<file path="src/garegga_pkg.sv">
// memory map, i/o and gp9001 offsets, bus widths, select and strobe types
package garegga_pkg;

    localparam int addr_w = 23;   // 68000 word address, A23..A1
    localparam int data_w = 16;
    localparam int rom_aw = 19;   // program rom word address

    typedef logic [data_w-1:0] word_t;
    typedef logic [7:0]        byte_t;
    typedef logic [addr_w:0]   baddr_t;   // byte address

    // byte address map
    localparam baddr_t rom_end      = 24'h0F_FFFF;
    localparam baddr_t wram_base    = 24'h10_0000;
    localparam baddr_t wram_size    = 24'h01_0000;
    localparam baddr_t sram_base    = 24'h21_8000;
    localparam baddr_t sram_size    = 24'h00_4000;
    localparam baddr_t io_page      = 24'h21_C000;
    localparam baddr_t io_size      = 24'h00_1000;
    localparam baddr_t gcu_region   = 24'h30_0000;
    localparam baddr_t palram_base  = 24'h40_0000;
    localparam baddr_t palram_size  = 24'h00_1000;
    localparam baddr_t txvram_base  = 24'h50_0000;
    localparam baddr_t txvram_size  = 24'h00_2000;
    localparam baddr_t latch_region = 24'h60_0000;
    localparam baddr_t page_1m      = 24'h10_0000;   // span of gcu and latch regions

    // ram depths, words except sram which is bytes
    localparam int wram_aw   = 15;
    localparam int sram_aw   = 14;
    localparam int palram_aw = 11;
    localparam int txvram_aw = 12;

    // offsets inside the i/o page
    localparam logic [11:0] io_in1    = 12'h020;
    localparam logic [11:0] io_in2    = 12'h024;
    localparam logic [11:0] io_sys    = 12'h028;
    localparam logic [11:0] io_dswa   = 12'h02C;
    localparam logic [11:0] io_dswb   = 12'h030;
    localparam logic [11:0] io_jmpr   = 12'h034;
    localparam logic [11:0] io_vcount = 12'h03C;

    // gp9001 register offsets, low nibble
    localparam logic [3:0] gcu_ptr    = 4'h0;
    localparam logic [3:0] gcu_ram_h  = 4'h4;
    localparam logic [3:0] gcu_ram_l  = 4'h6;
    localparam logic [3:0] gcu_select = 4'h8;
    localparam logic [3:0] gcu_reg    = 4'hC;

    // one bit per region, at most one set
    typedef struct packed {
        logic rom;
        logic wram;
        logic sram;
        logic io;
        logic gcu;
        logic palram;
        logic txvram;
        logic latch;
    } bus_sel_t;

    typedef struct packed {
        logic select_reg;
        logic write_reg;
        logic write_ram;
        logic read_ram_h;
        logic read_ram_l;
        logic set_ram_ptr;
    } gcu_op_t;

endpackage

</file>
<file path="src/cpu_bus_if.sv">
// 68000 bus bundle with source and sink modports
interface cpu_bus_if;
    import garegga_pkg::*;

    logic [addr_w-1:0] addr;   // word address
    word_t             wdata;
    logic              rw;     // high on read
    logic              uds_n;
    logic              lds_n;
    logic              as_n;

    modport source (
        output addr, wdata, rw, uds_n, lds_n, as_n
    );

    modport sink (
        input addr, wdata, rw, uds_n, lds_n, as_n
    );

endinterface

</file>
<file path="src/main_addr_decode.sv">
// registered memory-map decoder, region selects and program rom address
module main_addr_decode (
    input  logic                             clk96,
    input  logic                             reset96,
    cpu_bus_if.sink                          bus,
    output garegga_pkg::bus_sel_t            sel,
    output logic                             rom_cs,
    output logic [garegga_pkg::rom_aw-1:0]   rom_addr
);
    import garegga_pkg::*;

    baddr_t   ba;
    bus_sel_t next_sel;

    function automatic logic in_window(input baddr_t a, input baddr_t base, input baddr_t size);
        return (a >= base) && (a < base + size);
    endfunction

    assign ba = {bus.addr, 1'b0};   // byte address, matches the map

    always_comb begin
        next_sel = '0;
        if (!bus.as_n) begin
            next_sel.rom    = ba <= rom_end;
            next_sel.wram   = in_window(ba, wram_base, wram_size);
            next_sel.sram   = in_window(ba, sram_base, sram_size);
            next_sel.io     = in_window(ba, io_page, io_size);
            next_sel.gcu    = in_window(ba, gcu_region, page_1m);
            next_sel.palram = in_window(ba, palram_base, palram_size);
            next_sel.txvram = in_window(ba, txvram_base, txvram_size);
            next_sel.latch  = in_window(ba, latch_region, page_1m);
        end
    end

    always_ff @(posedge clk96 or posedge reset96) begin
        if (reset96)
            sel <= '0;
        else
            sel <= next_sel;   // drops the cycle after as_n goes high
    end

    // rom word address follows the strobe
    always_ff @(posedge clk96) begin
        if (!bus.as_n)
            rom_addr <= bus.addr[rom_aw-1:0];
    end

    assign rom_cs = sel.rom;

endmodule

</file>
<file path="src/flat_wrapper.sv">
// flat-port wrapper written by rule: the top's interface ports become plain ports
module main_addr_decode_flat import garegga_pkg::*;
  (clk96, reset96, sel, rom_cs, rom_addr, bus_addr, bus_wdata, bus_rw, bus_uds_n, bus_lds_n, bus_as_n);
  cpu_bus_if bus_i ();
  input  logic clk96;
  input  logic reset96;
  output garegga_pkg::bus_sel_t sel;
  output logic rom_cs;
  output logic [garegga_pkg::rom_aw-1:0] rom_addr;
  input wire logic [$bits(bus_i.addr)-1:0] bus_addr;
  input wire logic [$bits(bus_i.wdata)-1:0] bus_wdata;
  input wire logic [$bits(bus_i.rw)-1:0] bus_rw;
  input wire logic [$bits(bus_i.uds_n)-1:0] bus_uds_n;
  input wire logic [$bits(bus_i.lds_n)-1:0] bus_lds_n;
  input wire logic [$bits(bus_i.as_n)-1:0] bus_as_n;
  assign bus_i.addr = bus_addr;
  assign bus_i.wdata = bus_wdata;
  assign bus_i.rw = bus_rw;
  assign bus_i.uds_n = bus_uds_n;
  assign bus_i.lds_n = bus_lds_n;
  assign bus_i.as_n = bus_as_n;
  main_addr_decode u_core (.clk96(clk96), .reset96(reset96), .bus(bus_i), .sel(sel), .rom_cs(rom_cs), .rom_addr(rom_addr));
endmodule
</file>
<file path="config.mk">
export PLATFORM = sky130hd
export DESIGN_NAME = main_addr_decode_flat
export DESIGN_NICKNAME = d
export VERILOG_FILES = /design/src/garegga_pkg.sv /design/src/cpu_bus_if.sv /design/src/main_addr_decode.sv /design/src/flat_wrapper.sv
export SDC_FILE = /design/constraint.sdc
export NUM_CORES = 1
export LEC_CHECK = 0
export ABC_AREA = 1
export BUFFER_PORTS_ARGS = -buffer_cell sky130_fd_sc_hd__buf_2
export CAP_MARGIN = 0
export CORE_UTILIZATION = 39
export CTS_CLUSTER_DIAMETER = 80
export CTS_CLUSTER_SIZE = 12
export DETAILED_ROUTE_END_ITERATION = 8
export PLACE_DENSITY_LB_ADDON = 0.15
export SLEW_MARGIN = 20
export SYNTH_ARGS = -nofsm -noshare
export SYNTH_HDL_FRONTEND = slang
export SYNTH_SLANG_ARGS = --single-unit
</file>
<file path="constraint.sdc">
create_clock -name clk96 -period 0.8 [get_ports clk96]
set_clock_uncertainty 0.05 [all_clocks]
set_input_delay 0.08 -clock clk96 [delete_from_list [all_inputs] [get_ports clk96]]
set_output_delay 0.08 -clock clk96 [all_outputs]
set_load 0.1 [all_outputs]
</file>
==> run metrics <==
worst path bufs/invs 1; GRT Overall Usage 17.46%; Final Util 83.44%; slew margin rel. 81.35%; Setup CP Type flop to output port; crit-path leading delay family flip-flops; CTS Root Buffer Type clkbuf_4; first-pass GRT wire length 3401 um; failing checks DRC, hold timing, setup timing; HP Class primary input to flop; die area 2776 um2; Initial Utilization 40.83%; Crit path largest cell delay 0.53 ns; Die W 52.69 um; Arrival @ worst endpoint 1.02 ns; multi-input logic area 193.9 um2; Syn Area/Cell 13.19 um2; die height 52.69 um; mapped cell area 1002 um2; 1st-iter DRT viols 16; sequential-to-total area share from yosys stat 76.90%; Power Density 1711 nW/um2; Register Area 783.3 um2; core area 2455 um2; share of post-route cells with drive strength above 1 52.50%; drt wl/cell 12.10 um; largest net degree at the start of global routing 15; period utilization 144.3%; total power 3.505 mW; synth unique cells 19; fin. max-slew vios 0; RSZ-0062 raised after global routing true; clk sinks 27; number of antenna violations at the first check in global routing 0; Synth Instances 76; # fillers 127; Seq cells post-synth 27; worst IR drop on VDD 1480 uV; drt drc 1; endpoint type of the worst setup path output port; Placement Cell Area 1834 um2; hpwl dp 1697 um; most common library cells after synthesis 19 x edfxtp_1, 12 x nor2_1, 9 x inv_1, 9 x nand2_1, 8 x dfrtp_1; Post-synth EDFFs 19; Worst Path Max Fanout 2; CTS buffer count 3; design area 2048 um2; number of routed nets with antenna violations 0; cell with the most instances after synthesis edfxtp_1; crit path time final 1.154 ns; Worst Path Required 0.67 ns; via count 879; measured slew at the worst slew-check pin 0.2794 ns; Hold WS -0.02446 ns; outcome complete, but fails checks; Async SR Flop Fraction 29.63%; Max Clk Rate 866.4 MHz; vias in the first global route 798; post-synth top area share 56.93%; number of detailed-route iterations in the first pass 6; placed cells 168; worst setup margin -0.3542 ns; clk buf depth 2; clock transition at the registers of the reported paths 0.13 ns; Placement Setup Slack -0.1089 ns; RD Place Congestion 0.8475; Final Non-Filler Cells 190; Final Hold Vio Count 4; Cell Chain, Critical Path buf_12; row count 18; ranking of synthesized cells by area edfxtp_1 57%, dfrtp_1 20%, nor2_1 4.5%; Most used DFF post-synth edfxtp_1; drt via density 4.626; Boundary Pins 73; htree depth 1; max_cap viols 0; IO Port Bufs 53; CTS tree done; Yosys top cell by area edfxtp_1; Yosys warning count 0; total grt overflow 0; Total Nets Final 206; Synthesized Nets 121; leakage 0.8850 nW; Area Overhead vs Synth 104.4%; Setup crit start kind flop; Setup-failing EPs final 30; ANT cells 0; Critical-path top delay cell dfrtp_4; WL final 2299 um
routing by layer:
layer  track usage [%]  up-vias  share of wire (%)
li1                  -      423                  -
met1             20.34      413                 37
met2             31.43       41                 55
met3             4.058        2                6.4
met4             5.263        0                1.2
met5                 0        -                  0
state kept, by name, summed over array words and instances, names as in the netlist:
register,cells
u_core.sel,7
u_core.rom_addr,19
u_core.rom_cs,1
layout by cell type, fill, tap and decap left out:
cell type | netlist | final
buf_12 | 0 | 30
buf_2 | 0 | 25
edfxtp_1 | 19 | 19
dlygate4sd3_1 | 0 | 18
nor2_1 | 12 | 11
nand2_1 | 9 | 9
inv_1 | 9 | 8
buf_4 | 1 | 8
dfrtp_2 | 0 | 7
nor2_2 | 2 | 3
clkbuf_4 | 0 | 3
nand2_2 | 2 | 2
o21ai_1 | 2 | 2
nor3_1 | 3 | 2
clkinvlp_4 | 0 | 1
nor2_4 | 1 | 1
o21ai_2 | 1 | 1
nand3_1 | 1 | 1
nand4_1 | 1 | 1
nor3_2 | 0 | 1
inv_2 | 1 | 1
nor4_1 | 1 | 1
a21oi_1 | 1 | 1
a211oi_1 | 1 | 1
nand3b_1 | 1 | 1
clkbuf_1 | 0 | 1
dfrtp_4 | 0 | 1
power breakdown:
part / internal, mW / switching [mW] / total, mW
combinational: 0.484 / 0.791 / 1.28
clock: 0.195 / 0.366 / 0.562
sequential: 1.60 / 0.0682 / 1.67
layout make-up:
type	instances	share of cell area (%)
Inverter	10	2.016
Multi-Input combinational cell	38	9.469
Timing Repair Buffer	81	47.16
Clock buffer	4	1.283
Tap cell	30	1.833
Sequential cell	27	38.24
cell families after synthesis:
logic type	share of synthesized area, %
AO/OA/AOI/OAI	3.121
AND/OR/NAND/NOR	15.48
flip-flops	76.90
buffers and inverters	4.494
path summary, 6_finish.rpt:
check	slack (ns)	from	depth (start not counted)	to
worst max-delay path	-0.35	u_core.rom_cs	1	rom_cs
worst min-delay path	-0.02	bus_addr[20]	3	u_core.sel[3]
max in group asynchronous	0.27	reset96	3	u_core.rom_cs
min in group asynchronous	0.19	reset96	3	u_core.sel[5]
repair_timing:
item | 4_1_cts | 5_1_grt
endpoints found under the hold margin | 29 | 7
gates cloned | 0 | 0
setup endpoints to repair | 28 | 30
pin swaps | 0 | 2
hold buffers | 18 | 1
resized for setup | 0 | 2
buffers inserted | 0 | 0
through the flow:
step	hold WS [ns]	setup TNS, ns
after floorplan	-0.1548	-4.671
after global placement	-0.02561	-0.7567
after detailed placement	-0.01724	-1.428
after CTS	-0.02926	-8.091
after global routing	-0.02908	-8.862
final	-0.02446	-7.911
No activity file was read; power rests on OpenSTA's default activity.
