===== config.mk =====
export PLATFORM = sky130hd
export DESIGN_NAME = bus_read_mux_flat
export DESIGN_NICKNAME = d
export VERILOG_FILES = /design/src/garegga_pkg.sv /design/src/cpu_bus_if.sv /design/src/bus_read_mux.sv /design/src/flat_wrapper.sv
export SDC_FILE = /design/constraint.sdc
export NUM_CORES = 1
export LEC_CHECK = 0
export BUFFER_PORTS_ARGS = -buffer_cell sky130_fd_sc_hd__buf_2
export CORE_ASPECT_RATIO = 0.8
export CORE_MARGIN = 2
export CORE_UTILIZATION = 30
export CTS_CLUSTER_DIAMETER = 50
export CTS_CLUSTER_SIZE = 30
export DETAILED_ROUTE_END_ITERATION = 7
export GPL_ROUTABILITY_DRIVEN = 0
export PLACE_DENSITY = 0.82
export SLEW_MARGIN = 20
export SYNTH_ARGS = -nofsm -noshare
export SYNTH_HDL_FRONTEND = slang
export SYNTH_SLANG_ARGS = --single-unit

===== constraint.sdc =====
create_clock -name clk96 -period 1 [get_ports clk96]
set_input_delay 0.2 -clock clk96 [delete_from_list [all_inputs] [get_ports clk96]]
set_output_delay 0.2 -clock clk96 [all_outputs]
set_load 0.01 [all_outputs]

===== src/garegga_pkg.sv =====
// memory map, i/o and gp9001 offsets, bus widths, select and strobe types
package garegga_pkg;

    localparam int addr_w = 23;   // 68000 word address, A23..A1
    localparam int data_w = 16;
    localparam int rom_aw = 19;   // program rom word address

    typedef logic [data_w-1:0] word_t;
    typedef logic [7:0]        byte_t;
    typedef logic [addr_w:0]   baddr_t;   // byte address

    // byte address map
    localparam baddr_t rom_end      = 24'h0F_FFFF;
    localparam baddr_t wram_base    = 24'h10_0000;
    localparam baddr_t wram_size    = 24'h01_0000;
    localparam baddr_t sram_base    = 24'h21_8000;
    localparam baddr_t sram_size    = 24'h00_4000;
    localparam baddr_t io_page      = 24'h21_C000;
    localparam baddr_t io_size      = 24'h00_1000;
    localparam baddr_t gcu_region   = 24'h30_0000;
    localparam baddr_t palram_base  = 24'h40_0000;
    localparam baddr_t palram_size  = 24'h00_1000;
    localparam baddr_t txvram_base  = 24'h50_0000;
    localparam baddr_t txvram_size  = 24'h00_2000;
    localparam baddr_t latch_region = 24'h60_0000;
    localparam baddr_t page_1m      = 24'h10_0000;   // span of gcu and latch regions

    // ram depths, words except sram which is bytes
    localparam int wram_aw   = 15;
    localparam int sram_aw   = 14;
    localparam int palram_aw = 11;
    localparam int txvram_aw = 12;

    // offsets inside the i/o page
    localparam logic [11:0] io_in1    = 12'h020;
    localparam logic [11:0] io_in2    = 12'h024;
    localparam logic [11:0] io_sys    = 12'h028;
    localparam logic [11:0] io_dswa   = 12'h02C;
    localparam logic [11:0] io_dswb   = 12'h030;
    localparam logic [11:0] io_jmpr   = 12'h034;
    localparam logic [11:0] io_vcount = 12'h03C;

    // gp9001 register offsets, low nibble
    localparam logic [3:0] gcu_ptr    = 4'h0;
    localparam logic [3:0] gcu_ram_h  = 4'h4;
    localparam logic [3:0] gcu_ram_l  = 4'h6;
    localparam logic [3:0] gcu_select = 4'h8;
    localparam logic [3:0] gcu_reg    = 4'hC;

    // one bit per region, at most one set
    typedef struct packed {
        logic rom;
        logic wram;
        logic sram;
        logic io;
        logic gcu;
        logic palram;
        logic txvram;
        logic latch;
    } bus_sel_t;

    typedef struct packed {
        logic select_reg;
        logic write_reg;
        logic write_ram;
        logic read_ram_h;
        logic read_ram_l;
        logic set_ram_ptr;
    } gcu_op_t;

endpackage


===== src/cpu_bus_if.sv =====
// 68000 bus bundle with source and sink modports
interface cpu_bus_if;
    import garegga_pkg::*;

    logic [addr_w-1:0] addr;   // word address
    word_t             wdata;
    logic              rw;     // high on read
    logic              uds_n;
    logic              lds_n;
    logic              as_n;

    modport source (
        output addr, wdata, rw, uds_n, lds_n, as_n
    );

    modport sink (
        input addr, wdata, rw, uds_n, lds_n, as_n
    );

endinterface


===== src/bus_read_mux.sv =====
// registered cpu read data selection and busy level for dtack
module bus_read_mux (
    input  logic                    clk96,
    input  logic                    reset96,
    cpu_bus_if.sink                 bus,
    input  garegga_pkg::bus_sel_t   sel,
    input  garegga_pkg::word_t      rom_data,
    input  logic                    rom_ok,
    input  garegga_pkg::word_t      gcu_dout,
    input  logic                    gcu_ack,
    input  garegga_pkg::word_t      wram_q,
    input  garegga_pkg::word_t      palram_q,
    input  garegga_pkg::word_t      txvram_q,
    input  garegga_pkg::word_t      io_q,
    input  garegga_pkg::byte_t      sram_q,
    output garegga_pkg::word_t      cpu_din,
    output logic                    bus_busy
);

    always_ff @(posedge clk96 or posedge reset96) begin
        if (reset96)
            cpu_din <= '0;
        else if (sel.gcu && bus.rw)
            cpu_din <= gcu_dout;
        else if (sel.rom)
            cpu_din <= rom_data;
        else if (sel.wram && bus.rw)
            cpu_din <= wram_q;
        else if (sel.sram && bus.rw)
            cpu_din <= {8'h00, sram_q};   // byte wide, upper lane reads zero
        else if (sel.palram && bus.rw)
            cpu_din <= palram_q;
        else if (sel.txvram && bus.rw)
            cpu_din <= txvram_q;
        else if (sel.io && bus.rw)
            cpu_din <= io_q;
        else
            cpu_din <= '0;
    end

    // slow sources, the dtack generator waits on this
    assign bus_busy = (sel.rom && !rom_ok) || (sel.gcu && !gcu_ack);

endmodule


===== src/flat_wrapper.sv =====
// flat-port wrapper written by rule: the top's interface ports become plain ports
module bus_read_mux_flat 
  (clk96, reset96, sel, rom_data, rom_ok, gcu_dout, gcu_ack, wram_q, palram_q, txvram_q, io_q, sram_q, cpu_din, bus_busy, bus_addr, bus_wdata, bus_rw, bus_uds_n, bus_lds_n, bus_as_n);
  cpu_bus_if bus_i ();
  input  logic clk96;
  input  logic reset96;
  input  garegga_pkg::bus_sel_t sel;
  input  garegga_pkg::word_t rom_data;
  input  logic rom_ok;
  input  garegga_pkg::word_t gcu_dout;
  input  logic gcu_ack;
  input  garegga_pkg::word_t wram_q;
  input  garegga_pkg::word_t palram_q;
  input  garegga_pkg::word_t txvram_q;
  input  garegga_pkg::word_t io_q;
  input  garegga_pkg::byte_t sram_q;
  output garegga_pkg::word_t cpu_din;
  output logic bus_busy;
  input wire logic [$bits(bus_i.addr)-1:0] bus_addr;
  input wire logic [$bits(bus_i.wdata)-1:0] bus_wdata;
  input wire logic [$bits(bus_i.rw)-1:0] bus_rw;
  input wire logic [$bits(bus_i.uds_n)-1:0] bus_uds_n;
  input wire logic [$bits(bus_i.lds_n)-1:0] bus_lds_n;
  input wire logic [$bits(bus_i.as_n)-1:0] bus_as_n;
  assign bus_i.addr = bus_addr;
  assign bus_i.wdata = bus_wdata;
  assign bus_i.rw = bus_rw;
  assign bus_i.uds_n = bus_uds_n;
  assign bus_i.lds_n = bus_lds_n;
  assign bus_i.as_n = bus_as_n;
  bus_read_mux u_core (.clk96(clk96), .reset96(reset96), .bus(bus_i), .sel(sel), .rom_data(rom_data), .rom_ok(rom_ok), .gcu_dout(gcu_dout), .gcu_ack(gcu_ack), .wram_q(wram_q), .palram_q(palram_q), .txvram_q(txvram_q), .io_q(io_q), .sram_q(sram_q), .cpu_din(cpu_din), .bus_busy(bus_busy));
endmodule

==> metrics.txt <==
status=finished, violations left; failing checks=negative setup slack; Clock Pin Slew Worst Setup and Hold Paths=0.07 ns; I/O pins=176; post-route ant nets=0; Cell Rows=22; Post-Synth Simple-Gate Area=19.23%; slowest stage cell, crit path=or3b_4; die extent in y=between 60 and 70 um; WP depth=4; post-synth cell types=20; dpl ws=-0.5600 ns; via count=between 2,000 and 2,500; largest buffer count on any clock path=2; CP Data Required Time=between 1 and 1.5 ns; Synth Area in Adders=0%; Total Power=2.200 mW; area leader, netlist=dfrtp_1; initial antenna violation count=0; GRT Resource Usage Total=21.35%; CTS Sinks=16; Post-Synthesis Cells=~190; endpoint class of the critical path=flop; setup slack after layout=-0.1328 ns; Inserted Diodes=0; CTS Root Buffer Type=clkbuf_8; CTS tree=done; crit path time final=1.133 ns; Arr. time, crit path=1.30 ns; area of the multi-input gates=955.9 sq um; setup_tns=-1.689 ns; DIE WIDTH=82.10 um; Regs by FF count=u_core.cpu_din x16; Crit Path Category=input pin to flop; IR drop worst, VDD=0.0006657 V; drt wl/cell=around 16 um; Iteration-0 DRC Markers=157; Yosys reg bits=16; Period Utilization, post-route=113.3%; post-synthesis sequential area ratio=27.35%; max FFs per register=16; vias per cell=5.211; CP top delay family=compound AO/OA/AOI/OAI gates; largest net degree at the start of global routing=20; Worst Max-Slew Pin Slew=0.2858 ns; Post-Syn Nets=roughly 350; number of global-route vias before repair=1,878; Core ar.=roughly 4700 sq um; cell depth of the worst hold path=3; Avg Cell Area, Syn=7.828 sq um; Largest Register=u_core.cpu_din; xor and xnor area share after synthesis=0%; cell area after synthesis=1464 sq um; Hold Crit Class=input pin to flop; Worst Path Max Fanout=4; I/O Buffers=132; first-pass iteration count of the detailed router=4; worst path bufs/invs=1; Post-DP HPWL=4874 um; Initial Util=a little under a third; relative slew slack=80.95%; multiplexer share of the synthesized area=under 10%; H-Tree Depth=1; fill cell count=442; Max Slew Vio Count=0; crit start category=input pin; crit-path cells=buf_6, or3b_4, a221o_1, a221oi_2; share of the synthesized area in the top cell type=27.35%; largest family of logic cells by synthesized area=compound AO/OA/AOI/OAI gates; total CTS buffers=3; LEAKAGE=around 1.3 nW; top cells by area, synth=dfrtp_1, a221o_1, a21oi_1; total grt overflow=0; Power Density=between 800 and 900 nW/um^2; CP max stage delay=approximately 0.42 ns; layout cell share with drive strength beyond 1=51.98%; Peak Freq=882.8 MHz; DRT Wirelength=about 6000 um; number of remaining DRC errors=0; first-pass GRT wire length=8804 um; P&R area growth vs syn=68.46%; final cell area excluding filler cells=2466 sq um; storage element area=400.4 sq um; compound-cell area share of the yosys netlist=between 30 and 40%; placed cell areas=approximately 2300 sq um; hold slack=0.2047 ns; nets@finish=a little under 500; Setup-failing EPs final=16; die area=5458 sq um; yosys warns=0; final hold viol count=0; Max-Cap Viols=0; RSZ-0062 raised after global routing=yes
-- power by group --
group	internal (mW)	total, mW	switching [mW]
clock	0.350	0.595	0.245
sequential	0.715	0.738	0.0229
combinational	0.454	0.867	0.413
-- area by class of cell --
cell class,count,share of cell area [%]
inverter,19,3.095
tap,60,3.044
clock buffer,4,2.232
timing repair buffer,156,36.63
sequential,16,16.24
multi-input combinational,134,38.76
-- through the flow --
step / utilization (%) / cells
finish: 53.01 / 389
global route: 53.01 / 389
CTS: 51.83 / 385
detailed placement: 48.90 / 379
global placement: 48.90 / 379
floorplan: - / 187
-- layout by cell type (no fill, tap or decap), types with 2 or more instances in the layout --
cell and count:
buf_2 127, a21oi_1 24, buf_4 20, inv_1 18, nand3b_1 16, a221o_1 16, nor2_1 16, a31oi_1 16
dfrtp_1 16, a21o_1 9, nand2_1 9, a221oi_2 8, nand2b_1 8, mux2i_1 8, clkbuf_8 4, buf_6 4
or3b_4 2, buf_12 2
-- final timing paths --
check | from | end
max | sel[6] | u_core.cpu_din[8]$_DFF_PP0_
min in group asynchronous | reset96 | u_core.cpu_din[11]$_DFF_PP0_
max in group asynchronous | reset96 | u_core.cpu_din[7]$_DFF_PP0_
min | sram_q[3] | u_core.cpu_din[3]$_DFF_PP0_
-- logic make-up (layout without fill, tap and decap cells) --
kind of cell	after synthesis	after routing
AOI/OAI and AO/OA	74	74
and+or+nand+nor	51	52
buffers and inverters	38	179
DFF	16	16
muxes	8	8
-- Yosys cell counts --
library cell  number
nand3b_1          16
mux2i_1            8
and3b_1            1
a21oi_1           24
clkbuf_1          15
a221o_1           16
a31oi_1           16
nand2b_1           8
clkinv_1           1
a21o_1             9
o22ai_1            1
dfrtp_1           16
nand2_1            9
nor2_1            16
or3b_1             1
a221oi_1           6
buf_1              1
a221oi_2           2
buf_6              3
inv_1             18
-- tightest hold or removal path, stage by stage --
cell and delay (ns):
buf_2 0.10, nand2_1 0.05, a31oi_1 0.07
-- layer usage --
metal,part of all wire (%),routed length (um),track usage [%],vias to the layer above
li1,-,-,-,978
met1,44,2686,29.16,933
met2,45,2768,32.93,105
met3,9.8,604,5.827,11
met4,1.3,80,5.833,0
met5,0,0,0,-
-- repair_timing --
action                                 4_1_cts  5_1_grt
cloned                                       1        0
endpoints found under the hold margin       16        0
pin swaps                                    3        1
hold buffers                                 1        0
buffers inserted                             0        4
resized for setup                           12        6
setup endpoints to repair                   17       18
(Power assumes the default switching activity.)
