<file path="config.mk">
export PLATFORM = sky130hd
export DESIGN_NAME = cabinet_io_flat
export DESIGN_NICKNAME = d
export VERILOG_FILES = /design/src/garegga_pkg.sv /design/src/cpu_bus_if.sv /design/src/cabinet_io.sv /design/src/flat_wrapper.sv
export SDC_FILE = /design/constraint.sdc
export NUM_CORES = 1
export LEC_CHECK = 0
export BUFFER_PORTS_ARGS = -buffer_cell sky130_fd_sc_hd__buf_2
export CORE_MARGIN = 1
export CORE_UTILIZATION = 25
export DETAILED_ROUTE_END_ITERATION = 12
export HOLD_SLACK_MARGIN = 0.12
export SLEW_MARGIN = 20
export SYNTH_ARGS = -nofsm -noshare
export SYNTH_HDL_FRONTEND = slang
export SYNTH_SLANG_ARGS = --single-unit
</file>
<file path="constraint.sdc">
create_clock -name clk96 -period 0.8 [get_ports clk96]
set_input_delay 0.16 -clock clk96 [delete_from_list [all_inputs] [get_ports clk96]]
set_output_delay 0.16 -clock clk96 [all_outputs]
set_load 0.005 [all_outputs]
</file>
<file path="src/garegga_pkg.sv">
// memory map, i/o and gp9001 offsets, bus widths, select and strobe types
package garegga_pkg;

    localparam int addr_w = 23;   // 68000 word address, A23..A1
    localparam int data_w = 16;
    localparam int rom_aw = 19;   // program rom word address

    typedef logic [data_w-1:0] word_t;
    typedef logic [7:0]        byte_t;
    typedef logic [addr_w:0]   baddr_t;   // byte address

    // byte address map
    localparam baddr_t rom_end      = 24'h0F_FFFF;
    localparam baddr_t wram_base    = 24'h10_0000;
    localparam baddr_t wram_size    = 24'h01_0000;
    localparam baddr_t sram_base    = 24'h21_8000;
    localparam baddr_t sram_size    = 24'h00_4000;
    localparam baddr_t io_page      = 24'h21_C000;
    localparam baddr_t io_size      = 24'h00_1000;
    localparam baddr_t gcu_region   = 24'h30_0000;
    localparam baddr_t palram_base  = 24'h40_0000;
    localparam baddr_t palram_size  = 24'h00_1000;
    localparam baddr_t txvram_base  = 24'h50_0000;
    localparam baddr_t txvram_size  = 24'h00_2000;
    localparam baddr_t latch_region = 24'h60_0000;
    localparam baddr_t page_1m      = 24'h10_0000;   // span of gcu and latch regions

    // ram depths, words except sram which is bytes
    localparam int wram_aw   = 15;
    localparam int sram_aw   = 14;
    localparam int palram_aw = 11;
    localparam int txvram_aw = 12;

    // offsets inside the i/o page
    localparam logic [11:0] io_in1    = 12'h020;
    localparam logic [11:0] io_in2    = 12'h024;
    localparam logic [11:0] io_sys    = 12'h028;
    localparam logic [11:0] io_dswa   = 12'h02C;
    localparam logic [11:0] io_dswb   = 12'h030;
    localparam logic [11:0] io_jmpr   = 12'h034;
    localparam logic [11:0] io_vcount = 12'h03C;

    // gp9001 register offsets, low nibble
    localparam logic [3:0] gcu_ptr    = 4'h0;
    localparam logic [3:0] gcu_ram_h  = 4'h4;
    localparam logic [3:0] gcu_ram_l  = 4'h6;
    localparam logic [3:0] gcu_select = 4'h8;
    localparam logic [3:0] gcu_reg    = 4'hC;

    // one bit per region, at most one set
    typedef struct packed {
        logic rom;
        logic wram;
        logic sram;
        logic io;
        logic gcu;
        logic palram;
        logic txvram;
        logic latch;
    } bus_sel_t;

    typedef struct packed {
        logic select_reg;
        logic write_reg;
        logic write_ram;
        logic read_ram_h;
        logic read_ram_l;
        logic set_ram_ptr;
    } gcu_op_t;

endpackage

</file>
<file path="src/cpu_bus_if.sv">
// 68000 bus bundle with source and sink modports
interface cpu_bus_if;
    import garegga_pkg::*;

    logic [addr_w-1:0] addr;   // word address
    word_t             wdata;
    logic              rw;     // high on read
    logic              uds_n;
    logic              lds_n;
    logic              as_n;

    modport source (
        output addr, wdata, rw, uds_n, lds_n, as_n
    );

    modport sink (
        input addr, wdata, rw, uds_n, lds_n, as_n
    );

endinterface

</file>
<file path="src/cabinet_io.sv">
// player inputs, dip switches and video status word by i/o offset
module cabinet_io (
    input  logic                    clk96,
    input  logic                    reset96,
    cpu_bus_if.sink                 bus,
    input  garegga_pkg::bus_sel_t   sel,
    input  logic [9:0]              joystick1,
    input  logic [9:0]              joystick2,
    input  logic [3:0]              start_button,
    input  logic [3:0]              coin_input,
    input  logic                    service,
    input  logic                    dip_test,
    input  garegga_pkg::byte_t      dipsw_a,
    input  garegga_pkg::byte_t      dipsw_b,
    input  garegga_pkg::byte_t      dipsw_c,
    input  logic                    hsync,
    input  logic                    vsync,
    input  logic                    fblank,
    input  logic [8:0]              v,
    output garegga_pkg::word_t      io_q
);
    import garegga_pkg::*;

    logic [11:0] offset;
    byte_t       p1;
    byte_t       p2;
    byte_t       sys_lo;
    byte_t       vline;
    word_t       port_word;

    // inputs are active high, the board reads them inverted
    function automatic byte_t player_byte(input logic [9:0] joy);
        return {1'b0, ~joy[6:4], ~joy[0], ~joy[1], ~joy[2], ~joy[3]};
    endfunction

    assign offset = {bus.addr[10:0], 1'b0};
    assign p1     = player_byte(joystick1);
    assign p2     = player_byte(joystick2);
    assign sys_lo = {1'b0, ~start_button[1], ~start_button[0], ~coin_input[1],
                     ~coin_input[0], ~dip_test, 1'b0, ~service};
    assign vline  = v[8] ? 8'hFF : v[7:0];   // saturates past line 255

    always_comb begin
        case (offset)
            io_in1:    port_word = {p1, p1};
            io_in2:    port_word = {p2, p2};
            io_sys:    port_word = {dipsw_c, sys_lo};
            io_dswa:   port_word = {dipsw_a, dipsw_a};
            io_dswb:   port_word = {dipsw_b, dipsw_b};
            io_jmpr:   port_word = {dipsw_c, dipsw_c};
            io_vcount: port_word = {hsync, vsync, 5'b11111, fblank, vline};
            default:   port_word = '0;
        endcase
    end

    always_ff @(posedge clk96 or posedge reset96) begin
        if (reset96)
            io_q <= '0;
        else if (sel.io && bus.rw)
            io_q <= port_word;
        else
            io_q <= '0;
    end

endmodule

</file>
<file path="src/flat_wrapper.sv">
// flat-port wrapper written by rule: the top's interface ports become plain ports
module cabinet_io_flat import garegga_pkg::*;
  (clk96, reset96, sel, joystick1, joystick2, start_button, coin_input, service, dip_test, dipsw_a, dipsw_b, dipsw_c, hsync, vsync, fblank, v, io_q, bus_addr, bus_wdata, bus_rw, bus_uds_n, bus_lds_n, bus_as_n);
  cpu_bus_if bus_i ();
  input  logic clk96;
  input  logic reset96;
  input  garegga_pkg::bus_sel_t sel;
  input  logic [9:0] joystick1;
  input  logic [9:0] joystick2;
  input  logic [3:0] start_button;
  input  logic [3:0] coin_input;
  input  logic service;
  input  logic dip_test;
  input  garegga_pkg::byte_t dipsw_a;
  input  garegga_pkg::byte_t dipsw_b;
  input  garegga_pkg::byte_t dipsw_c;
  input  logic hsync;
  input  logic vsync;
  input  logic fblank;
  input  logic [8:0] v;
  output garegga_pkg::word_t io_q;
  input wire logic [$bits(bus_i.addr)-1:0] bus_addr;
  input wire logic [$bits(bus_i.wdata)-1:0] bus_wdata;
  input wire logic [$bits(bus_i.rw)-1:0] bus_rw;
  input wire logic [$bits(bus_i.uds_n)-1:0] bus_uds_n;
  input wire logic [$bits(bus_i.lds_n)-1:0] bus_lds_n;
  input wire logic [$bits(bus_i.as_n)-1:0] bus_as_n;
  assign bus_i.addr = bus_addr;
  assign bus_i.wdata = bus_wdata;
  assign bus_i.rw = bus_rw;
  assign bus_i.uds_n = bus_uds_n;
  assign bus_i.lds_n = bus_lds_n;
  assign bus_i.as_n = bus_as_n;
  cabinet_io u_core (.clk96(clk96), .reset96(reset96), .bus(bus_i), .sel(sel), .joystick1(joystick1), .joystick2(joystick2), .start_button(start_button), .coin_input(coin_input), .service(service), .dip_test(dip_test), .dipsw_a(dipsw_a), .dipsw_b(dipsw_b), .dipsw_c(dipsw_c), .hsync(hsync), .vsync(vsync), .fblank(fblank), .v(v), .io_q(io_q));
endmodule
</file>
==> out/metrics.cfg, run 1 <==
[timing]
worst_pin_slew_ps=447
slew_headroom_pct=70.2
hold_violations=0
rsz0062_at_grt=true
clock.fmax_ghz=0.877
finalSetupTns_ps=-5980
setup_viol=32
final.period_utilization_pct=143
period_needed_ps=1140
setup_ws_ps=-341
report.final.slew_viol_count=0

[finish]
final_nets=359
drive_above_1_share_pct=57.1
area_delta_synth_final_pct=69.2
final_area_mm2=0.00189
regMostFlops=u_core.io_q
largest_register_ffs=16
final_util_pct=45.7
top_regs=u_core.io_q (16)
antenna_cells=0

[global_route]
grt_usage_pct=16.9
grt_pass1_vias=1316
grt_max_degree=29
grt-ovfl-total=0
antenna_found_initial=0
grt_pass1_wl_um=5910

[clock_tree]
cts_setup_buffers=0
clockRootBuffer=clkbuf_8
cts_tree=built
cts.sinks=16
htreeDepth=1
clockBufferDepth=2
cts_buffers=3
path_clk_slew_ps=60

[worst_hold_path]
hp-class=in -> reg

[critical_path]
cp.required_ps=970
cp_slowest_cell=a311o_2
critPathCapture=u_core.io_q[14]$_DFF_PP0_
cp-end-kind=register
critPathLaunch=bus_addr[5]
critPathMaxStageDelay_ps=480
critical_path_class=in -> reg
cp-start-kind=input port
worstPathCellList=buf_6 > nor4b_4 > nand2_1 > a311o_2 > a31oi_1
critPathMaxFanout=8
arrival_ps=1310

[floorplan]
floorplan.rows=23
fp.dieW_um=68.9
start_util_pct=27.0
dieArea_mm2=0.00475
io_pins=135
core_area_mm2=0.00414
dieHeight_um=68.9

[placement]
pre_cts_ws_ps=-657
gp_congestion=0.815
dp.final_hpwl_um=3080
dpl_cell_area_mm2=0.00175
io_buffers=86

[logic_synthesis]
syn-cell-area_mm2=0.00112
synth-seq-cells=16
synth_top_cell_by_area=dfrtp_1
synth_area_leaders=dfrtp_1, a21oi_1, nand2_1
avgSynthCellArea_um2=8.00
netlist_instances=140
yosys_warnings=0
yosysSeqAreaShare_pct=35.8
synth_cell_types=29
ys.flop_type=dfrtp_1
synth.top_cell.area_share_pct=35.8
synth_edf_count=0
async_flop_share_pct=100
synthesis.nets=259

[drt]
drc_errors=0
firstDrtPassIters=4
routed_wl_um=3890
via_per_inst=4.81
wl_per_cell_um=13.5
route.vias.total=1386
first_iter_violations=64
drtAntennaViolNets=0

[pwr]
total_power_mw=2.00
p_leak_nw=0.964
p_per_area_mw_per_mm2=1060
vdd_drop_max_uv=406

[run]
drv_cap=0

[outcome]
outcome=finished with violations
violations=setup timing

cells in the mapped netlist, drive strengths merged, types with 2 or more instances:
cell type,number
nand2,20
a21oi,16
dfrtp,16
nor2,10
nor2b,10
a221oi,6
clkbuf,6
inv,6
o21ai,6
buf,5
nor3,5
o22ai,5
mux2i,4
or2,4
a22o,3
a21o,2
a31oi,2
a32oi,2
and3,2
o211ai,2
repair_timing:
item                                    in CTS  in global routing
resized for setup                           10                 12
hold buffers                                 1                  0
endpoints found under the setup margin      32                 32
pin swaps                                    0                  3
endpoints found under the hold margin       16                  0
cloned                                       1                  0
cell type report:
cell class,count,area [µm²]
Clock buffer,3,41.3
Inverter,6,22.5
Fill cell,419,2250
Timing Repair Buffer,105,607
Tap cell,50,62.6
Multi-Input combinational cell,108,761
Sequential cell,16,400
cell usage in the layout (no fill, tap or decap), drive strengths merged, types with 3 or more instances in the layout:
| cell | instances |
|---|---|
| nor3 | 5 |
| mux2i | 4 |
| nand2 | 20 |
| clkbuf | 3 |
| nor2 | 10 |
| o22ai | 5 |
| a22o | 3 |
| inv | 6 |
| o21ai | 6 |
| dfrtp | 16 |
| or2 | 4 |
| a21oi | 16 |
| a221oi | 6 |
| nor2b | 10 |
| buf | 104 |
worst max-delay path, delay by kind of cell:
family | cells | cell delay [ps]
buffers and inverters | 1 | 90
and+or+nand+nor | 2 | 410
AOI/OAI and AO/OA | 2 | 640
worst min-delay path by stage:
stage / startpoint / endpoint / slack [ps] / cells past startpoint
floorplan: reset96 / u_core.io_q[0]$_DFF_PP0_ / 70 / 1
global placement: reset96 / u_core.io_q[14]$_DFF_PP0_ / 170 / 3
detailed placement: reset96 / u_core.io_q[14]$_DFF_PP0_ / 180 / 3
CTS: dipsw_c[6] / u_core.io_q[14]$_DFF_PP0_ / 220 / 3
global route: dipsw_c[6] / u_core.io_q[14]$_DFF_PP0_ / 250 / 3
finish: dipsw_a[3] / u_core.io_q[3]$_DFF_PP0_ / 220 / 3
layer usage:
layer / global-route usage [%] / wire length, µm / up-vias
li1: - / - / 704
met1: 22.8 / 1730 / 599
met2: 26.3 / 1750 / 75
met3: 2.63 / 348 / 8
met4: 7.40 / 65 / 0
met5: 0 / 0 / -
power by group:
part | internal [mW] | total (mW) | switching [mW]
combinational | 0.318 | 0.610 | 0.291
sequential | 0.810 | 0.810 | 0.0000706
clock | 0.333 | 0.582 | 0.248
total | 1.46 | 2.00 | 0.540
stage by stage:
| stage | cells | hold slack [ps] |
|---|---|---|
| 3_5_place_dp | 283 | 176 |
| 4_1_cts | 288 | 225 |
| 2_1_floorplan | 140 | 73.7 |
| 3_3_place_gp | 283 | 171 |
| 5_1_grt | 288 | 249 |
| 6_report | 288 | 218 |
logic make-up (layout without fill, tap and decap cells):
kind of cell / count (synthesis) / count (layout) / share of synthesized area, %
flip-flops: 16 / 16 / 35.8
buffers and inverters: 17 / 114 / 7.37
AO/OA/AOI/OAI: 47 / 48 / 27.5
multiplexers: 4 / 4 / 3.58
AND/OR/NAND/NOR: 56 / 56 / 25.8
Power figures use the tool's default switching activity.
==> run 2, diff against run 1 <==
--- a/config.mk
+++ b/config.mk
@@ -5,6 +5,7 @@
 export SDC_FILE = /design/constraint.sdc
 export NUM_CORES = 1
 export LEC_CHECK = 0
+export ABC_AREA = 1
 export BUFFER_PORTS_ARGS = -buffer_cell sky130_fd_sc_hd__buf_2
 export CORE_MARGIN = 1
 export CORE_UTILIZATION = 25
==> run 2 against run 1 <==
The run still ends with setup timing left. Routed wire length increased by 33%. Flip-flop and latch count unchanged. Synthesized area increased by 26%. Setup slack improved by 58 ps.
==> out/metrics.cfg, run 2 <==
[clock_tree]
htreeDepth=1  ; unchanged
cts_tree=built
clockRootBuffer=clkbuf_8
cts.sinks=16  ; unchanged
path_clk_slew_ps=70  ; about the same
cts_buffers=3  ; unchanged
clockBufferDepth=2  ; unchanged

[floorplan]
fp.dieW_um=77.0  ; +12%
io_pins=135  ; unchanged
core_area_mm2=0.00527  ; +27%
dieArea_mm2=0.00593  ; +25%
start_util_pct=26.7  ; -0.31 points
dieHeight_um=77.0  ; +12%
floorplan.rows=26  ; +13%

[placement]
dp.final_hpwl_um=3740  ; +21%
io_buffers=86  ; unchanged
gp_congestion=0.808  ; -0.81%

[logic_synthesis]
synth_top_cell_by_area=dfrtp_1
synth_edf_count=0  ; unchanged
syn-cell-area_mm2=0.00141  ; +26%
yosys_warnings=0  ; unchanged
synth.top_cell.area_share_pct=28.4  ; -7.3 points
async_flop_share_pct=100  ; unchanged
netlist_instances=228  ; +63%
synth-seq-cells=16  ; unchanged
synth_cell_types=18  ; -38%
synth_common_cells=nand3_1, nor2_1, nand2_1, inv_1, dfrtp_1
ys.flop_type=dfrtp_1
synth_most_common_cell=nand3_1
synth_area_leaders=dfrtp_1, nand3_1, nor2_1
avgSynthCellArea_um2=6.17  ; -23%
synthesis.nets=347  ; +34%
yosysSeqAreaShare_pct=28.4  ; -7.3 points

[drt]
routed_wl_um=5170  ; +33%
via_per_inst=4.56  ; -5.2%
route.vias.total=1861  ; +34%
wl_per_cell_um=12.7  ; -6.1%
firstDrtPassIters=4  ; unchanged
first_iter_violations=45  ; -30%
drtAntennaViolNets=0  ; unchanged
drc_errors=0  ; unchanged

[timing]
final.period_utilization_pct=135  ; -7.3 points
worst_pin_slew_ps=243  ; -204 ps
slew_headroom_pct=83.8  ; +14 points
hold_violations=0  ; unchanged
rsz0062_at_grt=true
fin_hold_ws_ps=230  ; +12.1 ps
report.final.slew_viol_count=0  ; unchanged
setup_viol=32  ; unchanged
clock.fmax_ghz=0.924  ; +5.4%
period_needed_ps=1080  ; -58.1 ps
setup_ws_ps=-283  ; +58.1 ps

[critical_path]
critPathCapture=u_core.io_q[13]$_DFF_PP0_
cp-end-kind=register
cp.required_ps=980  ; about the same
critical_path_class=in -> reg
cp-start-kind=input port
critPathLaunch=bus_addr[8]
arrival_ps=1260  ; -50 ps
critPathMaxFanout=8  ; unchanged

[finish]
largest_register_ffs=16  ; unchanged
antenna_cells=0  ; unchanged
regMostFlops=u_core.io_q
multi_input_area_um2=951  ; +25%
layout_commonest_cell=buf_2
area_delta_synth_final_pct=71.2
drive_above_1_share_pct=49.7  ; -7.4 points
seq_area_um2=400  ; unchanged
final_util_pct=45.7  ; about the same
fillers=566  ; +35%
top_regs=u_core.io_q (16)
layout_common_cells=buf_2, nand3_1, nor2_1
final_nets=458  ; +28%

[global_route]
grt_pass1_wl_um=8150  ; +38%
antenna_found_initial=0  ; unchanged
grt_max_degree=21  ; -28%
grt_usage_pct=17.5  ; +0.58 points
grt-ovfl-total=0  ; unchanged
grt_pass1_vias=1816  ; +38%

[outcome]
outcome=finished with violations
violations=setup timing

[pwr]
p_leak_nw=1.38  ; +43%
vdd_drop_max_uv=519  ; +28%
p_per_area_mw_per_mm2=816  ; -23%

[worst_hold_path]
hp-class=in -> reg

[run]
drv_cap=0  ; unchanged

run 2: worst min-delay path by stage:
stage / depth (start not counted) / end / from / slack (ps)
after floorplan: 1 / u_core.io_q[0]$_DFF_PP0_ / reset96 / 70
after global placement: 3 / u_core.io_q[0]$_DFF_PP0_ / reset96 / 180
after detailed placement: 3 / u_core.io_q[0]$_DFF_PP0_ / reset96 / 180
after CTS: 4 / u_core.io_q[0]$_DFF_PP0_ / service / 220
after global routing: 4 / u_core.io_q[0]$_DFF_PP0_ / service / 250
final: 4 / u_core.io_q[0]$_DFF_PP0_ / service / 230
run 2: critical path, stage by stage:
cell and delay [ps]:
buf_6 90, nor2_4 90, nand2_2 60, nor2_4 170, buf_6 160, o21ai_2 60
nand2_2 80, nand3_4 100, clkbuf_16 190, a21oi_2 100
run 2: metrics by stage:
step / area, µm² / setup TNS [ps] / setup slack, ps / power [mW] / std cells
floorplan: 1450 / -4320 / -286 / 0.940 / 228
global placement: 2080 / -7630 / -505 / 1.20 / 396
detailed placement: 2080 / -8140 / -555 / 1.20 / 396
CTS: 2310 / -4570 / -204 / 1.97 / 407
global route: 2410 / -7370 / -357 / 2.06 / 408
finish: 2410 / -5710 / -283 / 1.97 / 408
run 2: final cells by class:
| class | instances | area share [%] |
|---|---|---|
| multi-input cells | 176 | 39.5 |
| repair buffers | 115 | 33.5 |
| flip-flops and latches | 16 | 16.6 |
| well taps | 70 | 3.63 |
| clock buffers | 4 | 2.28 |
| inverters | 27 | 4.52 |
run 2: kinds of logic (layout without fill, tap and decap cells):
group,count (synthesis),after routing,share of synthesized area (%)
flops,16,16,28.4
simple gates,162,162,51.7
buf+inv,36,146,13.0
compound gates,14,14,6.84
run 2: repair_timing:
action,4_1_cts,5_1_grt
setup endpoints to repair,32,32
gates resized for setup,26,16
buffers inserted,5,0
pin swaps,2,5
hold buffers,1,0
hold endpoints to repair,16,0
cloned,2,2
run 2: power breakdown:
group          leakage, nW  total [mW]  switching [mW]  internal [mW]
combinational         1.13       0.420           0.201          0.220
sequential           0.224       0.809     0.000000724          0.809
clock               0.0288       0.737           0.300          0.437
run 2: layer usage:
metal / up-vias / routed length [µm] / GRT usage [%]
met1: 831 / 2280 / 23.2
met5: - / 0 / 0
li1: 950 / - / -
met2: 78 / 2480 / 29.7
met4: 0 / 36 / 5.47
met3: 2 / 369 / 1.55
