--- src/garegga_pkg.sv ---
// memory map, i/o and gp9001 offsets, bus widths, select and strobe types
package garegga_pkg;

    localparam int addr_w = 23;   // 68000 word address, A23..A1
    localparam int data_w = 16;
    localparam int rom_aw = 19;   // program rom word address

    typedef logic [data_w-1:0] word_t;
    typedef logic [7:0]        byte_t;
    typedef logic [addr_w:0]   baddr_t;   // byte address

    // byte address map
    localparam baddr_t rom_end      = 24'h0F_FFFF;
    localparam baddr_t wram_base    = 24'h10_0000;
    localparam baddr_t wram_size    = 24'h01_0000;
    localparam baddr_t sram_base    = 24'h21_8000;
    localparam baddr_t sram_size    = 24'h00_4000;
    localparam baddr_t io_page      = 24'h21_C000;
    localparam baddr_t io_size      = 24'h00_1000;
    localparam baddr_t gcu_region   = 24'h30_0000;
    localparam baddr_t palram_base  = 24'h40_0000;
    localparam baddr_t palram_size  = 24'h00_1000;
    localparam baddr_t txvram_base  = 24'h50_0000;
    localparam baddr_t txvram_size  = 24'h00_2000;
    localparam baddr_t latch_region = 24'h60_0000;
    localparam baddr_t page_1m      = 24'h10_0000;   // span of gcu and latch regions

    // ram depths, words except sram which is bytes
    localparam int wram_aw   = 15;
    localparam int sram_aw   = 14;
    localparam int palram_aw = 11;
    localparam int txvram_aw = 12;

    // offsets inside the i/o page
    localparam logic [11:0] io_in1    = 12'h020;
    localparam logic [11:0] io_in2    = 12'h024;
    localparam logic [11:0] io_sys    = 12'h028;
    localparam logic [11:0] io_dswa   = 12'h02C;
    localparam logic [11:0] io_dswb   = 12'h030;
    localparam logic [11:0] io_jmpr   = 12'h034;
    localparam logic [11:0] io_vcount = 12'h03C;

    // gp9001 register offsets, low nibble
    localparam logic [3:0] gcu_ptr    = 4'h0;
    localparam logic [3:0] gcu_ram_h  = 4'h4;
    localparam logic [3:0] gcu_ram_l  = 4'h6;
    localparam logic [3:0] gcu_select = 4'h8;
    localparam logic [3:0] gcu_reg    = 4'hC;

    // one bit per region, at most one set
    typedef struct packed {
        logic rom;
        logic wram;
        logic sram;
        logic io;
        logic gcu;
        logic palram;
        logic txvram;
        logic latch;
    } bus_sel_t;

    typedef struct packed {
        logic select_reg;
        logic write_reg;
        logic write_ram;
        logic read_ram_h;
        logic read_ram_l;
        logic set_ram_ptr;
    } gcu_op_t;

endpackage

--- src/cpu_bus_if.sv ---
// 68000 bus bundle with source and sink modports
interface cpu_bus_if;
    import garegga_pkg::*;

    logic [addr_w-1:0] addr;   // word address
    word_t             wdata;
    logic              rw;     // high on read
    logic              uds_n;
    logic              lds_n;
    logic              as_n;

    modport source (
        output addr, wdata, rw, uds_n, lds_n, as_n
    );

    modport sink (
        input addr, wdata, rw, uds_n, lds_n, as_n
    );

endinterface

--- src/gcu_sound_ctrl.sv ---
// gp9001 operation strobes held until ack, sound latch and sound irq
module gcu_sound_ctrl (
    input  logic                    clk96,
    input  logic                    reset96,
    cpu_bus_if.sink                 bus,
    input  garegga_pkg::bus_sel_t   sel,
    input  logic                    gcu_ack,
    output garegga_pkg::gcu_op_t    gcu_op,
    output garegga_pkg::byte_t      sound_latch,
    output logic                    z80_int
);
    import garegga_pkg::*;

    logic [3:0] offset;

    assign offset = {bus.addr[2:0], 1'b0};   // byte offset in the gp9001 window

    always_ff @(posedge clk96 or posedge reset96) begin
        if (reset96) begin
            gcu_op      <= '0;
            sound_latch <= '0;
            z80_int     <= 1'b0;
        end else if (sel.latch) begin
            if (!bus.rw) begin
                sound_latch <= bus.wdata[7:0];
                z80_int     <= 1'b1;   // held for the whole access
            end
        end else if (sel.gcu) begin
            if (bus.rw) begin
                case (offset)
                    gcu_ram_h: gcu_op.read_ram_h <= 1'b1;
                    gcu_ram_l: gcu_op.read_ram_l <= 1'b1;
                    default:   ;
                endcase
            end else begin
                case (offset)
                    gcu_reg:              gcu_op.write_reg   <= 1'b1;
                    gcu_select:           gcu_op.select_reg  <= 1'b1;
                    gcu_ram_h, gcu_ram_l: gcu_op.write_ram   <= 1'b1;
                    gcu_ptr:              gcu_op.set_ram_ptr <= 1'b1;
                    default:              ;
                endcase
            end
        end else begin
            z80_int <= 1'b0;
            // strobes only drop together once the video side has taken them
            if (gcu_ack)
                gcu_op <= '0;
        end
    end

endmodule

--- src/flat_wrapper.sv ---
// flat-port wrapper written by rule: the top's interface ports become plain ports
module gcu_sound_ctrl_flat import garegga_pkg::*;
  (clk96, reset96, sel, gcu_ack, gcu_op, sound_latch, z80_int, bus_addr, bus_wdata, bus_rw, bus_uds_n, bus_lds_n, bus_as_n);
  cpu_bus_if bus_i ();
  input  logic clk96;
  input  logic reset96;
  input  garegga_pkg::bus_sel_t sel;
  input  logic gcu_ack;
  output garegga_pkg::gcu_op_t gcu_op;
  output garegga_pkg::byte_t sound_latch;
  output logic z80_int;
  input wire logic [$bits(bus_i.addr)-1:0] bus_addr;
  input wire logic [$bits(bus_i.wdata)-1:0] bus_wdata;
  input wire logic [$bits(bus_i.rw)-1:0] bus_rw;
  input wire logic [$bits(bus_i.uds_n)-1:0] bus_uds_n;
  input wire logic [$bits(bus_i.lds_n)-1:0] bus_lds_n;
  input wire logic [$bits(bus_i.as_n)-1:0] bus_as_n;
  assign bus_i.addr = bus_addr;
  assign bus_i.wdata = bus_wdata;
  assign bus_i.rw = bus_rw;
  assign bus_i.uds_n = bus_uds_n;
  assign bus_i.lds_n = bus_lds_n;
  assign bus_i.as_n = bus_as_n;
  gcu_sound_ctrl u_core (.clk96(clk96), .reset96(reset96), .bus(bus_i), .sel(sel), .gcu_ack(gcu_ack), .gcu_op(gcu_op), .sound_latch(sound_latch), .z80_int(z80_int));
endmodule
--- config.mk ---
export PLATFORM = sky130hd
export DESIGN_NAME = gcu_sound_ctrl_flat
export DESIGN_NICKNAME = d
export VERILOG_FILES = /design/src/garegga_pkg.sv /design/src/cpu_bus_if.sv /design/src/gcu_sound_ctrl.sv /design/src/flat_wrapper.sv
export SDC_FILE = /design/constraint.sdc
export NUM_CORES = 1
export LEC_CHECK = 0
export BUFFER_PORTS_ARGS = -buffer_cell sky130_fd_sc_hd__buf_2
export CAP_MARGIN = 20
export CORE_MARGIN = 1.5
export CORE_UTILIZATION = 32
export CTS_CLUSTER_DIAMETER = 50
export DETAILED_ROUTE_END_ITERATION = 8
export GPL_ROUTABILITY_DRIVEN = 0
export GPL_TIMING_DRIVEN = 0
export PLACE_DENSITY = 0.8
export SLEW_MARGIN = 20
export SYNTH_ARGS = -nofsm -noshare
export SYNTH_HDL_FRONTEND = slang
export SYNTH_SLANG_ARGS = --single-unit
--- constraint.sdc ---
create_clock -name clk96 -period 1.07 [get_ports clk96]
set_clock_uncertainty 0.1 [all_clocks]
set_input_delay 0.321 -clock clk96 [delete_from_list [all_inputs] [get_ports clk96]]
set_output_delay 0.321 -clock clk96 [all_outputs]
set_load 0.005 [all_outputs]
==> results of run 1 <==
==> synth_stat cells (2+ instances only) <==
cell type                 number  area, µm²
sky130_fd_sc_hd__inv_1         3       11.3
sky130_fd_sc_hd__dfrtp_1      15        375
sky130_fd_sc_hd__a32o_1        4       40.0
sky130_fd_sc_hd__mux2_2        8       90.1
sky130_fd_sc_hd__nor2_1        2       7.51
sky130_fd_sc_hd__nand2_1       2       7.51
==> power groups by stage <==
stage,clock network [mW],logic [mW],registers (mW)
2_1_floorplan,0,0.112,0.685
3_3_place_gp,0,0.235,0.675
3_5_place_dp,0,0.241,0.679
4_1_cts,0.325,0.265,0.666
5_1_grt,0.347,0.311,0.673
6_report,0.310,0.282,0.664
==> final timing paths <==
path                                  startpoint                    end  slack, ns  cells past startpoint
hold / removal                           reset96       u_core.gcu_op[2]      -0.01                      2
min in group clk96                  bus_wdata[7]  u_core.sound_latch[7]       0.17                      2
hold reg to reg                 u_core.gcu_op[0]       u_core.gcu_op[0]       0.41                      1
setup reg to reg           u_core.sound_latch[2]  u_core.sound_latch[2]          0                      3
max in group asynchronous                reset96  u_core.sound_latch[1]       0.50                      2
setup / recovery                u_core.gcu_op[2]              gcu_op[2]      -0.15                      1
==> layer usage <==
metal | part of all wire [%] | routed length [µm] | global-route usage [%]
met5 | 0 | 0 | 0
met1 | 44 | 577 | 15.4
met2 | 51 | 666 | 21.4
met4 | 0 | 0 | 3.33
met3 | 4.5 | 58 | 3.46
==> logic make-up after synthesis <==
kind of cell	after synthesis
AO/OA/AOI/OAI	8
multiplexers	8
AND/OR/NAND/NOR	10
flip-flops	15
buffers and inverters	4
==> layout make-up <==
type / count / area [µm²] / share of cell area, %
Sequential cell: 15 / 375 / 41.0
Multi-Input combinational cell: 26 / 248 / 27.0
Timing Repair Buffer: 38 / 211 / 23.1
Tap cell: 25 / 31.3 / 3.42
Clock buffer: 3 / 22.5 / 2.46
Buffer: 1 / 11.3 / 1.23
Inverter: 3 / 11.3 / 1.23
Clock inverter: 1 / 5.00 / 0.546
==> timing repair <==
action | 4_1_cts | 5_1_grt
gates resized for setup | 0 | 2
pin swaps | 0 | 1
setup endpoints to repair | 15 | 15
buffers inserted | 4 | 3
hold endpoints to repair | 9 | 0
==> flip-flops by register name, summed over array words and instances (netlist names) <==
name                cells
u_core.sound_latch      8
u_core.gcu_op           6
u_core.z80_int          1
==> layout by cell type (no fill, tap or decap) <==
cell type,count
sky130_fd_sc_hd__a32o_1,4
sky130_fd_sc_hd__inv_1,3
sky130_fd_sc_hd__a22o_1,1
sky130_fd_sc_hd__nand2_1,2
sky130_fd_sc_hd__and3_1,1
sky130_fd_sc_hd__clkbuf_4,3
sky130_fd_sc_hd__nor2_1,2
sky130_fd_sc_hd__nor3_1,1
sky130_fd_sc_hd__a41oi_2,1
sky130_fd_sc_hd__nand2b_4,1
sky130_fd_sc_hd__o21ai_0,1
sky130_fd_sc_hd__mux2_2,5
sky130_fd_sc_hd__buf_4,6
sky130_fd_sc_hd__dfrtp_1,15
sky130_fd_sc_hd__buf_6,2
sky130_fd_sc_hd__and2b_2,1
sky130_fd_sc_hd__mux2_4,3
sky130_fd_sc_hd__buf_2,31
sky130_fd_sc_hd__or2_4,1
sky130_fd_sc_hd__clkinv_2,1
sky130_fd_sc_hd__nor2b_4,1
sky130_fd_sc_hd__a21oi_1,1
==> impl_metrics.csv, run 1 <==
group,metric,value,unit
clock_tree,clockRootBuffer,"sky130_fd_sc_hd__clkbuf_4",
floorplan,chipWidth,47.1,µm
global_route,grt_util_all_layers,12.5,%
timing,final_hold_viol_count,15,
routing,firstDrtPassIters,4,
yosys,asyncSetResetFlopFracSynth,100,%
routing,detail_route.iter0.violations,12,
global_route,antenna_found_initial,0,
timing,final.setup.worst_slack,-0.154,ns
global_route,first_global_vias,454,
routing,drt_drc_violations_left,0,
power_and_ir_drop,seqPwrFrac,52.9,%
placement,worst_slack_after_detailed_placement,-0.238,ns
routing,routed_wire_length_per_instance,11.6,µm
run_status,status,"finished with violations",
routing,num_vias,507,
setup_path,crit_arrival,0.80,ns
clock_tree,path_clk_slew,0.09,ns
power_and_ir_drop,clock_share_of_power,24.7,%
floorplan,coreArea,1780,µm²
final_layout,number_of_inserted_diodes,0,
clock_tree,cts_made_buffers,3,
floorplan,floorplan.die_area,2220,µm²
yosys,number_of_enable_type_register_cells_in_the_synthesized_netlist,0,
placement,buffer_ports.inserted,31,
final_layout,layout_cells_sized_above_1,64.4,%
final_layout,post-route-cell-area,916,µm²
clock_tree,worstSkewPairLatency,0.27,ns
global_route,grt_first_pass_wirelength,1.93,mm
yosys,synth_nets,99,
placement,placed_area,825,µm²
setup_path,cp-start-kind,"register",
power_and_ir_drop,net_switching_power_of_the_design,0.308,mW
hold_path,hp-class,"in -> async",
final_layout,n_fill_cell,171,
power_and_ir_drop,power,1.26,mW
yosys,ys_types,17,
timing,post-route-min-period,1.22,ns
timing,setup_total_negative_slack,-1.98,ns
setup_path,crit_chain,"buf_2",
power_and_ir_drop,swShare,24.6,%
setup_path,critPathMaxFanout,2,
yosys,adder_and_majority_gate_portion_of_the_synthesized_area,0,%
setup_path,timing.critical_path.to_type,"output port",
yosys,synth_sequential_area_ratio,60.4,%
clock_tree,cts-root-to-sink-buffers,2,
power_and_ir_drop,areal_power_density_over_the_cells,1370,nW/µm²
yosys,synth_ff_type,"sky130_fd_sc_hd__dfrtp_1",
yosys,synth_xor_xnor_area_share,0,%
run_status,failing_checks,"hold timing, setup timing",
final_layout,layout.core_utilization,51.4,%
power_and_ir_drop,static-leakage-power,0.490,nW
routing,route.final.wire_length,1.30,mm
yosys,synth-seq-cells,15,
floorplan,floorplan.io_pins,69,
routing,route.detailed.vias_per_inst,4.53,
global_route,gr-total-overflow,0,
placement,detailed_place_hpwl,976,µm
power_and_ir_drop,irDropWorstVdd,0.893,mV
yosys,synth.avg_cell_area,13.8,µm²
timing,unrepaired_setup_endpoints_after_global_routing,"yes",
timing,hold-worst-slack,-0.0113,ns
setup_path,crit_buf_inv,1,
clock_tree,cts_max_level,1,
timing,worst_slew_pin_slew,0.578,ns
final_layout,final_nets,142,
yosys,synth.yosys.warnings,0,
yosys,synthCells,45,
clock_tree,cts_tree,"yes",
yosys,synthMuxAreaShare,14.5,%
setup_path,cp_top_family,"flip-flops",
final_layout,syn2layout_area_growth,47.3,%
routing,ant_nets,0,
setup_path,timing.setup.critical_path_class,"reg -> out",
power_and_ir_drop,power.share.combinational,22.5,%
setup_path,critical_path_required,0.65,ns
floorplan,row_count,15,
timing,finalMaxSlewViolations,0,
setup_path,critical-path-slowest-cell,"sky130_fd_sc_hd__dfrtp_1",
timing,min_period_over_period,114,%
placement,place_inst,101,
run,max-cap-violations,0,
clock_tree,sinks_on_the_clock_net,15,
floorplan,floorplan.initialDensity,34.9,%
global_route,grt_start_max_net_pins,16,
setup_path,cp_slowest_stage_delay,0.40,ns
yosys,synthSimpleGateAreaFrac,10.7,%
yosys,synth_area_in_compound_gates,10.9,%
yosys,netlist_area,622,µm²
timing,timing.fmax,817,MHz
floorplan,fp.dieH,47.1,µm
timing,max-slew-margin-rel,61.4,%
yosys,combinational_family_with_the_most_area_after_synthesis,"multiplexers",
timing,setup_viol_count_final,16,
power_and_ir_drop,intPower,0.947,mW
final_layout,instances_no_fill,112,
Note: power is estimated with default switching activity, not from simulation.
==> inputs of run 2 (changes only) <==
--- a/config.mk
+++ b/config.mk
@@ -12,7 +12,6 @@
 export CTS_CLUSTER_DIAMETER = 50
 export DETAILED_ROUTE_END_ITERATION = 8
 export GPL_ROUTABILITY_DRIVEN = 0
-export GPL_TIMING_DRIVEN = 0
 export PLACE_DENSITY = 0.8
 export SLEW_MARGIN = 20
 export SYNTH_ARGS = -nofsm -noshare
==> impl_metrics.csv, run 2 (same netlist as run 1, synthesis figures left out) <==
group,metric,value,unit
setup_path,crit_chain,"buf_2",
clock_tree,sinks_on_the_clock_net,15,
clock_tree,cts_made_buffers,3,
setup_path,cp-start-kind,"register",
run_status,failing_checks,"setup timing",
timing,post-route-min-period,1.22,ns
final_layout,instances_no_fill,122,
global_route,grt_util_all_layers,14.0,%
setup_path,crit_buf_inv,1,
routing,routed.top_layer,"met3",
final_layout,largest_register,"u_core.sound_latch",
floorplan,chipWidth,47.1,µm
global_route,grt_first_pass_wirelength,2.08,mm
floorplan,coreArea,1780,µm²
floorplan,floorplan.initialDensity,34.9,%
routing,route.final.wire_length,1.31,mm
clock_tree,path_clk_slew,0.09,ns
timing,finalMaxSlewViolations,0,
final_layout,largest_register_ff_count,8,
setup_path,critical_path_required,0.65,ns
power_and_ir_drop,areal_power_density_over_the_cells,1300,nW/µm²
clock_tree,clockRootBuffer,"sky130_fd_sc_hd__clkbuf_4",
final_layout,layout_common_cells,"31 x sky130_fd_sc_hd__buf_2, 15 x sky130_fd_sc_hd__buf_4, 15 x sky130_fd_sc_hd__dfrtp_1, 5 x sky130_fd_sc_hd__mux2_2, 4 x sky130_fd_sc_hd__a32o_1",
routing,detailroute.wirelength.met2,699,µm
routing,num_vias,534,
global_route,antenna_found_initial,0,
final_layout,n_fill_cell,155,
setup_path,cp_slowest_stage_delay,0.39,ns
final_layout,mostFrequentLayoutCell,"sky130_fd_sc_hd__buf_2",
setup_path,critical-path-slowest-cell,"sky130_fd_sc_hd__dfrtp_1",
timing,final.setup.worst_slack,-0.148,ns
hold_path,hp-class,"in -> reg",
run,max-cap-violations,0,
floorplan,floorplan.io_pins,69,
timing,unrepaired_setup_endpoints_after_global_routing,"yes",
timing,min_period_over_period,114,%
placement,detailed_place_hpwl,1.01,mm
floorplan,fp.dieH,47.1,µm
floorplan,floorplan.die_area,2220,µm²
timing,setup_viol_count_final,16,
final_layout,number_of_inserted_diodes,0,
placement,buffer_ports.inserted,31,
setup_path,cp_top_family,"flip-flops",
clock_tree,cts_tree,"yes",
routing,detail_route.iter0.violations,4,
global_route,gr-total-overflow,0,
routing,route.detailed.vias_per_inst,4.38,
routing,firstDrtPassIters,4,
routing,routed_wire_length_per_instance,10.7,µm
timing,max-slew-margin-rel,84.1,%
clock_tree,cts-root-to-sink-buffers,2,
final_layout,reg_top3,"u_core.sound_latch (8), u_core.gcu_op (6), u_core.z80_int (1)",
power_and_ir_drop,power,1.30,mW
power_and_ir_drop,irDropWorstVdd,0.782,mV
setup_path,critPathMaxFanout,2,
global_route,first_global_vias,508,
timing,worst_slew_pin_slew,0.237,ns
routing,drt_drc_violations_left,0,
final_layout,syn2layout_area_growth,61.2,%
clock_tree,cts_max_level,1,
final_layout,final_nets,152,
timing,timing.fmax,821,MHz
setup_path,crit_arrival,0.80,ns
placement,place_inst,106,
final_layout,layout_cells_sized_above_1,67.0,%
timing,final_hold_viol_count,0,
routing,m1WireLength,554,µm
floorplan,row_count,15,
routing,ant_nets,0,
routing,met3WireLength,53,µm
run_status,status,"finished with violations",
clock_tree,worstSkewPairLatency,0.28,ns
setup_path,timing.setup.critical_path_class,"reg -> out",
global_route,grt_start_max_net_pins,16,
power_and_ir_drop,static-leakage-power,0.542,nW
setup_path,timing.critical_path.to_type,"output port",
-- run 2: cell types whose count changed in the layout (fill, tap and decap cells not counted), sizes merged --
cell and delta:
dlygate4sd3 +1, buf +9
-- run 2: final timing paths --
kind / to / cells past startpoint / start / slack (ns)
worst max-delay path: gcu_op[4] / 1 / u_core.gcu_op[4] / -0.15
worst min-delay path: u_core.sound_latch[2] / 2 / bus_wdata[2] / 0.17
worst max register to register: u_core.sound_latch[2] / 3 / u_core.sound_latch[2] / -0.01
worst min register to register: u_core.z80_int / 2 / u_core.z80_int / 0.40
max in group asynchronous: u_core.sound_latch[7] / 4 / reset96 / 0.23
min in group asynchronous: u_core.sound_latch[5] / 4 / reset96 / 0.47
-- run 2: final cells by class --
type	count	area (µm²)	share of cell area, %
repair buffers	49	309	30.8
flip-flops and latches	15	375	37.5
clock inverters	1	5.00	0.499
clock buffers	3	22.5	2.25
multi-input cells	26	248	24.7
well taps	25	31.3	3.12
inverters	3	11.3	1.12
-- run 2: metrics by stage --
stage	worst slack, ns	setup TNS (ns)	hold slack (ns)	utilization, %	area, µm²
final	-0.148	-2.05	0.167	56.2	1000
after global routing	-0.192	-2.75	0.151	56.2	1000
after CTS	-0.161	-2.22	0.161	53.5	953
after detailed placement	-0.239	-2.92	0.228	48.8	871
after global placement	-0.218	-2.74	0.233	48.8	871
after floorplan	-0.0418	-0.404	0.122	-	638
-- run 2: repair_timing --
item	in CTS	in global routing
hold buffers	1	0
buffers inserted	6	5
cloned	0	0
endpoints found under the setup margin	15	15
pin swaps	0	2
endpoints found under the hold margin	15	0
resized for setup	0	2
-- run 2: where the power goes --
part / internal (mW) / switching, mW / total (mW) / leakage [nW]
combinational: 0.214 / 0.112 / 0.326 / 0.338
sequential: 0.633 / 0.0315 / 0.665 / 0.186
clock: 0.139 / 0.170 / 0.309 / 0.0177
total: 0.986 / 0.314 / 1.30 / 0.542
-- run 2: per-layer routing --
metal | global-route usage [%] | vias to the layer above
li1 | - | 267
met1 | 15.6 | 250
met2 | 24.7 | 17
met3 | 5.77 | 0
met4 | 3.33 | 0
met5 | 0 | -
